`src/verilog/snd_audio_pkg.sv`:
```
package snd_audio_pkg;

   // NR32[6:5] output level code
   typedef enum logic [1:0] {
      LVL_MUTE    = 2'd0,                         // silent
      LVL_FULL    = 2'd1,                         // sample as stored
      LVL_HALF    = 2'd2,                         // shifted right once
      LVL_QUARTER = 2'd3                          // shifted right twice
   } level_e;

   // codec slot width, unsigned
   typedef logic [19:0] sample_t;

   // output per unit of 4-bit amplitude
   // 15 steps give the full scale value 20'h1FFFE
   localparam sample_t AMP_STEP = 20'h02222;

endpackage

```
`src/verilog/snd_regs_pkg.sv`:
```
package snd_regs_pkg;

   // word offsets on the bus
   typedef enum logic [4:0] {
      OFS_NR30      = 5'd0,                       // dac enable
      OFS_NR31      = 5'd1,                       // length load
      OFS_NR32      = 5'd2,                       // output level
      OFS_NR33      = 5'd3,                       // frequency low, write only
      OFS_NR34      = 5'd4,                       // trigger, length enable, frequency high
      OFS_WAVE_BASE = 5'd16                       // wave RAM spans 16..31
   } reg_offset_e;

   localparam int WAVE_BYTES = 16;                // 32 samples, two per byte

   // control fields decoded out of NR30..NR34
   typedef struct packed {
      logic                  dac_enable;          // NR30[7]
      logic [7:0]            length_load;         // NR31
      snd_audio_pkg::level_e level;               // NR32[6:5]
      logic [10:0]           frequency;           // {NR34[2:0], NR33}
      logic                  length_enable;       // NR34[6]
   } ch3_ctrl_t;

   // the sample with the even pointer sits in the upper half
   typedef struct packed {
      logic [3:0] hi_nibble;
      logic [3:0] lo_nibble;
   } wave_nibbles_t;

   // written by the bus as a byte, read by the sequencer as two samples
   typedef union packed {
      logic [7:0]    raw;
      wave_nibbles_t nibbles;
   } wave_byte_u;

endpackage

```
`src/verilog/ch3_reg_decode.sv`:
```
`timescale 1ns/1ps

module ch3_reg_decode #(
   parameter int WB_ADR_W = 5
) (
   input  logic                      I_BITCLK,
   input  logic                      I_RESET,
   input  logic                      wb_cyc,
   input  logic                      wb_stb,
   input  logic                      wb_we,
   input  logic [WB_ADR_W-1:0]       wb_adr,
   input  logic [7:0]                wb_dat_w,
   output logic [7:0]                wb_dat_r,
   output logic                      wb_ack,
   output snd_regs_pkg::ch3_ctrl_t   ctrl,
   output logic                      trigger,
   input  logic [3:0]                wave_addr,
   output snd_regs_pkg::wave_byte_u  wave_byte
);
   import snd_regs_pkg::*;
   import snd_audio_pkg::*;

   logic        adr_in_page;                      // upper address bits all zero
   logic [4:0]  adr_ofs;
   logic        bus_req;                          // cycle not yet acknowledged
   logic        bus_wr;
   wave_byte_u  wave_ram [WAVE_BYTES];

   assign adr_ofs     = wb_adr[4:0];
   assign adr_in_page = (wb_adr >> 5) == '0;
   assign bus_req     = wb_cyc & wb_stb & ~wb_ack;   // ack drops for a cycle between beats
   assign bus_wr      = bus_req & wb_we & adr_in_page;

   // sequencer read port
   assign wave_byte = wave_ram[wave_addr];

   always_ff @(posedge I_BITCLK) begin
      if (I_RESET) begin
         wb_ack  <= 1'b0;
         trigger <= 1'b0;
         ctrl    <= '0;
         for (int i = 0; i < WAVE_BYTES; i++) begin
            wave_ram[i] <= '0;
         end
      end else begin
         wb_ack  <= bus_req;
         trigger <= bus_wr && (adr_ofs == OFS_NR34) && wb_dat_w[7];
         if (bus_wr) begin
            if (adr_ofs[4]) begin
               wave_ram[adr_ofs[3:0]].raw <= wb_dat_w;
            end else begin
               case (reg_offset_e'(adr_ofs))
                  OFS_NR30: ctrl.dac_enable      <= wb_dat_w[7];
                  OFS_NR31: ctrl.length_load     <= wb_dat_w;
                  OFS_NR32: ctrl.level           <= level_e'(wb_dat_w[6:5]);
                  OFS_NR33: ctrl.frequency[7:0]  <= wb_dat_w;
                  OFS_NR34: begin
                     ctrl.length_enable   <= wb_dat_w[6];
                     ctrl.frequency[10:8] <= wb_dat_w[2:0];
                  end
                  default: ;                      // unmapped, ack only
               endcase
            end
         end
      end
   end

   // read mux, held valid while ack is high since the master keeps adr stable
   always_comb begin
      wb_dat_r = 8'hFF;
      if (adr_in_page) begin
         if (adr_ofs[4]) begin
            wb_dat_r = wave_ram[adr_ofs[3:0]].raw;
         end else begin
            case (reg_offset_e'(adr_ofs))
               OFS_NR30: wb_dat_r = {ctrl.dac_enable, 7'h7F};
               OFS_NR31: wb_dat_r = ctrl.length_load;
               OFS_NR32: wb_dat_r = {1'b1, ctrl.level, 5'h1F};
               OFS_NR34: wb_dat_r = {1'b1, ctrl.length_enable, 3'b111, ctrl.frequency[10:8]};
               default:  wb_dat_r = 8'hFF;        // NR33 is write only
            endcase
         end
      end
   end

   // an ack always answers a request seen on the previous edge
   ack_needs_request : assert property (
      @(posedge I_BITCLK) disable iff (I_RESET)
      $rose(wb_ack) |-> $past(wb_cyc & wb_stb)
   ) else $error("wb_ack raised without cyc and stb");

   // single cycle ack, then one idle cycle
   ack_single_cycle : assert property (
      @(posedge I_BITCLK) disable iff (I_RESET)
      wb_ack |=> !wb_ack
   ) else $error("wb_ack high on two consecutive cycles");

endmodule

```
`src/verilog/ch3_wave_sequencer.sv`:
```
`timescale 1ns/1ps

module ch3_wave_sequencer #(
   parameter int LENGTH_DIV = 188
) (
   input  logic                    I_BITCLK,
   input  logic                    I_RESET,
   input  logic                    I_STROBE,
   input  snd_regs_pkg::ch3_ctrl_t ctrl,
   input  logic                    trigger,
   output logic [3:0]              wave_addr,
   output logic                    nibble_sel,
   output logic                    playing
);

   localparam int DIV_W = (LENGTH_DIV > 1) ? $clog2(LENGTH_DIV) : 1;

   logic [4:0]       sample_ptr;
   logic [11:0]      period_cnt;                  // strobes left on this sample
   logic [11:0]      period_load;
   logic [8:0]       length_cnt;                  // length ticks left
   logic [8:0]       len_load;
   logic [DIV_W-1:0] div_cnt;
   logic             div_tick;                    // one length tick
   logic             len_expired;

   // the channel timer holds each sample for 2048 - frequency strobes
   assign period_load = 12'd2048 - {1'b0, ctrl.frequency};
   assign len_load    = 9'd256 - {1'b0, ctrl.length_load};
   assign div_tick    = I_STROBE && (div_cnt == DIV_W'(LENGTH_DIV - 1));

   // stop on the edge where the counter hits zero
   assign len_expired = ctrl.length_enable &&
                        ((length_cnt == '0) || (div_tick && length_cnt == 9'd1));

   always_ff @(posedge I_BITCLK) begin
      if (I_RESET) begin
         sample_ptr <= '0;
         period_cnt <= '0;
         length_cnt <= '0;
         div_cnt    <= '0;
         playing    <= 1'b0;
      end else if (trigger) begin                 // restart, also mid playback
         sample_ptr <= '0;
         period_cnt <= period_load;
         length_cnt <= len_load;
         div_cnt    <= '0;
         playing    <= 1'b1;
      end else begin
         if (I_STROBE) begin
            div_cnt <= div_tick ? '0 : div_cnt + 1'b1;
         end
         if (div_tick && length_cnt != '0) begin
            length_cnt <= length_cnt - 1'b1;
         end
         if (I_STROBE && playing) begin
            if (period_cnt == 12'd1) begin
               period_cnt <= period_load;         // picks up a new frequency here
               sample_ptr <= sample_ptr + 1'b1;   // wraps at 32
            end else begin
               period_cnt <= period_cnt - 1'b1;
            end
         end
         if (len_expired) begin
            playing <= 1'b0;
         end
      end
   end

   assign wave_addr  = sample_ptr[4:1];
   assign nibble_sel = sample_ptr[0];

   // pointer moves only on a strobe or a trigger from the bus side
   ptr_moves_on_event : assert property (
      @(posedge I_BITCLK) disable iff (I_RESET)
      (!$stable(sample_ptr) && !$past(I_RESET)) |-> $past(I_STROBE || trigger)
   ) else $error("sample pointer changed without strobe or trigger");

   play_needs_trigger : assert property (
      @(posedge I_BITCLK) disable iff (I_RESET)
      $rose(playing) |-> $past(trigger)
   ) else $error("playing rose without a trigger");

endmodule

```
`src/verilog/ch3_level_output.sv`:
```
`timescale 1ns/1ps

module ch3_level_output (
   input  logic                     I_BITCLK,
   input  logic                     I_RESET,
   input  snd_regs_pkg::ch3_ctrl_t  ctrl,
   input  snd_regs_pkg::wave_byte_u wave_byte,
   input  logic                     nibble_sel,
   input  logic                     playing,
   output snd_audio_pkg::sample_t   ch3_waveform,
   output logic                     ch3_on
);
   import snd_audio_pkg::*;

   logic [3:0] nibble;
   logic [3:0] scaled;                            // after the level shift
   logic       chan_on;
   sample_t    sample_next;

   // even pointer takes the upper half
   assign nibble = nibble_sel ? wave_byte.nibbles.lo_nibble : wave_byte.nibbles.hi_nibble;

   always_comb begin
      case (ctrl.level)
         LVL_FULL:    scaled = nibble;
         LVL_HALF:    scaled = nibble >> 1;
         LVL_QUARTER: scaled = nibble >> 2;
         default:     scaled = 4'd0;              // mute
      endcase
   end

   assign chan_on     = ctrl.dac_enable & playing;
   assign sample_next = chan_on ? AMP_STEP * scaled : '0;

   always_ff @(posedge I_BITCLK) begin
      if (I_RESET) begin
         ch3_on       <= 1'b0;
         ch3_waveform <= '0;
      end else begin
         ch3_on       <= chan_on;
         ch3_waveform <= sample_next;
      end
   end

   silent_when_off : assert property (
      @(posedge I_BITCLK) disable iff (I_RESET)
      !ch3_on |-> (ch3_waveform == '0)
   ) else $error("ch3_waveform nonzero while channel is off");

endmodule

```
`src/verilog/sound_channel3_top.sv`:
```
`timescale 1ns/1ps

module sound_channel3_top #(
   parameter int LENGTH_DIV = 188,
   parameter int WB_ADR_W   = 5
) (
   input  logic                   I_BITCLK,
   input  logic                   I_RESET,
   input  logic                   I_STROBE,
   input  logic                   wb_cyc,
   input  logic                   wb_stb,
   input  logic                   wb_we,
   input  logic [WB_ADR_W-1:0]    wb_adr,
   input  logic [7:0]             wb_dat_w,
   output logic [7:0]             wb_dat_r,
   output logic                   wb_ack,
   output snd_audio_pkg::sample_t ch3_waveform,
   output logic                   ch3_on
);
   import snd_regs_pkg::*;

   ch3_ctrl_t  ctrl;
   wave_byte_u wave_byte;
   logic       trigger;
   logic [3:0] wave_addr;
   logic       nibble_sel;
   logic       playing;

   ch3_reg_decode #(
      .WB_ADR_W (WB_ADR_W)
   ) u_decode (
      .I_BITCLK  (I_BITCLK),
      .I_RESET   (I_RESET),
      .wb_cyc    (wb_cyc),
      .wb_stb    (wb_stb),
      .wb_we     (wb_we),
      .wb_adr    (wb_adr),
      .wb_dat_w  (wb_dat_w),
      .wb_dat_r  (wb_dat_r),
      .wb_ack    (wb_ack),
      .ctrl      (ctrl),
      .trigger   (trigger),
      .wave_addr (wave_addr),
      .wave_byte (wave_byte)
   );

   ch3_wave_sequencer #(
      .LENGTH_DIV (LENGTH_DIV)
   ) u_execute (
      .I_BITCLK   (I_BITCLK),
      .I_RESET    (I_RESET),
      .I_STROBE   (I_STROBE),
      .ctrl       (ctrl),
      .trigger    (trigger),
      .wave_addr  (wave_addr),
      .nibble_sel (nibble_sel),
      .playing    (playing)
   );

   ch3_level_output u_result (
      .I_BITCLK     (I_BITCLK),
      .I_RESET      (I_RESET),
      .ctrl         (ctrl),
      .wave_byte    (wave_byte),
      .nibble_sel   (nibble_sel),
      .playing      (playing),
      .ch3_waveform (ch3_waveform),
      .ch3_on       (ch3_on)
   );

endmodule

```
`config.mk`:
```
export PLATFORM = sky130hd
export DESIGN_NAME = sound_channel3_top
export DESIGN_NICKNAME = d
export VERILOG_FILES = /design/src/verilog/snd_audio_pkg.sv /design/src/verilog/snd_regs_pkg.sv /design/src/verilog/ch3_reg_decode.sv /design/src/verilog/ch3_wave_sequencer.sv /design/src/verilog/ch3_level_output.sv /design/src/verilog/sound_channel3_top.sv
export SDC_FILE = /design/constraint.sdc
export NUM_CORES = 1
export LEC_CHECK = 0
export BUFFER_PORTS_ARGS = -buffer_cell sky130_fd_sc_hd__buf_2
export CORE_MARGIN = 1.5
export CORE_UTILIZATION = 50
export DETAILED_ROUTE_END_ITERATION = 10
export GPL_TIMING_DRIVEN = 1
export HOLD_SLACK_MARGIN = 0.06
export PLACE_DENSITY = 0.7
export SLEW_MARGIN = 25
export SYNTH_ARGS = -nofsm -noshare
export SYNTH_HDL_FRONTEND = slang
export SYNTH_SLANG_ARGS = --single-unit
```
`constraint.sdc`:
```
create_clock -name I_BITCLK -period 2.5 [get_ports I_BITCLK]
set_input_delay 0 -clock I_BITCLK [delete_from_list [all_inputs] [get_ports I_BITCLK]]
set_output_delay 0 -clock I_BITCLK [all_outputs]
set_load 0.1 [all_outputs]
```
==> results.py <==
metrics = {
    "synthesis": {
        "synth_ff_type": "edfxtp_1",
        "synth_edf_count": 128,
        "synth_compound_area_frac": 0.0614,
        "avgSynthCellArea_um2": 11.9,
        "netlist_top_cells_area": "edfxtp_1 (36%), mux4_2 (16%), dfxtp_1 (13%)",
        "synthSimpleGateAreaFrac": 0.180,
        "yosysTopAreaCell": "edfxtp_1",
        "synth_xor_area_frac": 0.0256,
        "async_flop_share": 0,
        "synth_area_mm2": 0.0106,
        "yosysWarningCount": 0,
        "synthAdderAreaFrac": 0.0106,
        "synth_mux_area_frac": 0.191,
        "syn_inst": 889,
        "yosysSeqAreaShare": 0.492,
        "synth_cell_types": 60,
        "synth_top_cell_area_share": 0.362,
        "synth_top_family_by_area": "multiplexers",
        "ys_ff_latch": 197,
    },
    "clock_tree": {
        "cts_setup_buffers": 0,
        "clkLatencyLatePin_ns": 0.44,
        "cts_root_buf": "clkbuf_16",
        "cts_made_buffers": 17,
        "cts_sinks": 197,
        "h-tree-depth": 4,
        "clockBufferDepth": 2,
        "clkTransAtPathRegs_ns": 0.08,
        "cts_tree": "yes",
    },
    "layout": {
        "utilization": 0.569,
        "drive_gt1_frac": 0.228,
        "diodes": 0,
        "fin_nets": 957,
        "regArea_mm2": 0.00523,
        "multi_input_area_mm2": 0.00500,
        "mostFrequentLayoutCells": "and2_1 (128), edfxtp_1 (128), mux4_2 (74), nor2_1 (73), dfxtp_1 (68)",
        "syn2layout_area_growth_pct": 12.3,
        "fill_cells": 1740,
        "final_cell_area_mm2": 0.0119,
        "instances_no_fill": 1217,
    },
    "power": {
        "combPwrFrac": 0.090,
        "p_per_area_mw_per_mm2": 606,
        "clkPwrFrac": 0.410,
        "sw_frac_of_total": 0.254,
        "p_int_uw": 5390,
        "power_leakage_uw": 0.00436,
        "finalPower_uw": 7220,
        "switchingPower_uw": 1830,
        "power_frac_seq": 0.500,
        "vdd_ir_drop_max_mv": 0.383,
    },
    "detailed_routing": {
        "avgRoutedWirePerCell_um": 22.8,
        "final_antenna_net_count": 0,
        "via_count": 7440,
        "post-route-drc-count": 0,
        "viasPerCell": 6.11,
        "drtPass1Iterations": 5,
        "postRouteWirelength_mm": 27.7,
        "drtIter0Drc": 930,
    },
    "global_routing": {
        "grtUsageTotal": 0.261,
        "use_met2": 0.410,
        "busiest_layer": "met2",
        "grt_use_met3": 0.0651,
        "grt_overflow_total": 0,
        "grt_pass1_wl_mm": 42.5,
        "grt_max_degree": 44,
        "antenna_found_initial": 0,
        "first_global_vias": 7064,
        "met1_usage": 0.352,
    },
    "timing": {
        "rsz0062_at_grt": "no",
        "setup_viol_count_final": 0,
        "finalHoldViolCount": 0,
        "tightestPinTransition_ns": 0.809,
        "min_period_over_period": 0.991,
        "fmax_mhz": 404,
        "tns_ns": 0,
        "clock_skew_ns": 0.00929,
        "period_minus_slack_ns": 2.48,
        "relSlewSlack": 0.458,
        "drv_slew": 0,
    },
    "status": {
        "status": "complete, no violations",
    },
    "worst_setup_path": {
        "startpoint_type": "flop",
        "cp-end-kind": "output port",
        "worst-path-max-fanout": 2,
        "ff2ff_path_depth": 6,
        "arrival_ns": 2.48,
        "r2r_end": "u_result.ch3_waveform[14]",
        "cp.required_ns": 2.50,
        "crit_type": "flop to output port",
        "reg2reg_slack_ns": 0.08,
    },
    "floorplan": {
        "dieArea_mm2": 0.0221,
        "io_pins": 49,
        "rows": 53,
        "start_util": 0.507,
        "die_w_um": 149,
        "design.core.area_mm2": 0.0210,
        "die_y_um": 149,
    },
    "place": {
        "hpwlAfterDp_mm": 19.9,
        "gp_congestion": 0.975,
        "placed_area_mm2": 0.0112,
        "dp_cells": 1179,
        "portBuffers": 44,
    },
    "min_path": {
        "hold_depth": 3,
        "hold_path_end": "u_decode.ctrl[3]",
        "holdCritStartpoint": "wb_dat_w[2]",
        "worstHoldPathType": "input port to flop",
    },
    "flow_run": {
        "maxCapViolCount": 0,
    },
}
per-stage QoR:
| stage | hold WS [ns] | setup WS [ns] |
|---|---|---|
| finish | 0.0790 | 0.0220 |
| global route | 0.0946 | 0.00755 |
| CTS | 0.0675 | 0.0426 |
| detailed placement | 0.217 | 0.121 |
| global placement | 0.206 | 0.157 |
| floorplan | 0.144 | -0.150 |
cells by family after synthesis:
kind of cell / Yosys count
buffers and inverters: 93
XOR/XNOR: 31
adder cells (fa/ha/maj): 9
AND/OR/NAND/NOR: 348
AO/OA/AOI/OAI: 101
other: 1
flip-flops: 197
multiplexers: 109
final cells by class:
type / count / area share
tap: 275 / 0.0289
clock buffer: 17 / 0.0357
timing repair buffer: 92 / 0.0541
inverter: 19 / 0.00598
sequential: 197 / 0.438
multi-input combinational: 602 / 0.420
clock inverter: 15 / 0.0174
what timing repair did:
item                      CTS  global route
hold endpoints to repair    8             0
gates resized for setup     0             0
hold buffers                6             0
registers in the layout (all words and copies together), names as in the netlist, named ones only:
name                   cells
u_decode.wave_ram        128
u_decode.ctrl             23
u_execute.period_cnt      12
u_execute.length_cnt       9
u_execute.div_cnt          8
u_execute.sample_ptr       5
u_result.ch3_waveform      4
u_decode.trigger           1
u_decode.wb_ack            1
u_execute.playing          1
u_result.ch3_on            1
power groups by stage:
stage / combinational, uW / clock [uW] / sequential, uW
2_1_floorplan: 460 / 0 / 3640
3_3_place_gp: 631 / 0 / 3680
3_5_place_dp: 639 / 0 / 3680
4_1_cts: 648 / 2990 / 3610
5_1_grt: 679 / 3110 / 3620
6_report: 650 / 2960 / 3610
layer usage:
layer / wire length, um / part of all wire
met5: 0 / 0
met4: 845 / 0.030
met3: 2250 / 0.081
met2: 13000 / 0.47
met1: 11600 / 0.42
how the worst max path moves through the flow:
stage | slack, ns | endpoint | cells after the start | startpoint
after floorplan | -0.15 | wb_dat_r[5] | 8 | wb_adr[0]
after global placement | 0.16 | u_result.ch3_waveform[14] | 6 | flop
after detailed placement | 0.12 | u_result.ch3_waveform[14] | 6 | flop
after CTS | 0.04 | wb_dat_r[6] | 5 | u_decode.wave_ram[0][6]
after global routing | 0.008 | u_result.ch3_waveform[14] | 6 | flop
final | 0.02 | wb_dat_r[6] | 5 | u_decode.wave_ram[6][6]
synth_stat cells, types with 17 or more instances:
cell type  instances
dfxtp_1           69
clkbuf_1          49
nand2_1           35
mux4_2            74
inv_1             17
o21ai_0           29
nor3_1            21
a21oi_1           26
buf_4             17
nand3_1           17
nor2_1            73
and2_1           128
mux2i_1           28
edfxtp_1         128
worst max-delay path, cell delays in order, from the launching register on:
cell	delay (ns)
edfxtp_1	0.44
mux4_2	0.54
mux4_2	0.48
nor2_1	0.16
a21oi_1	0.10
buf_2	0.32
(Power assumes the default switching activity.)
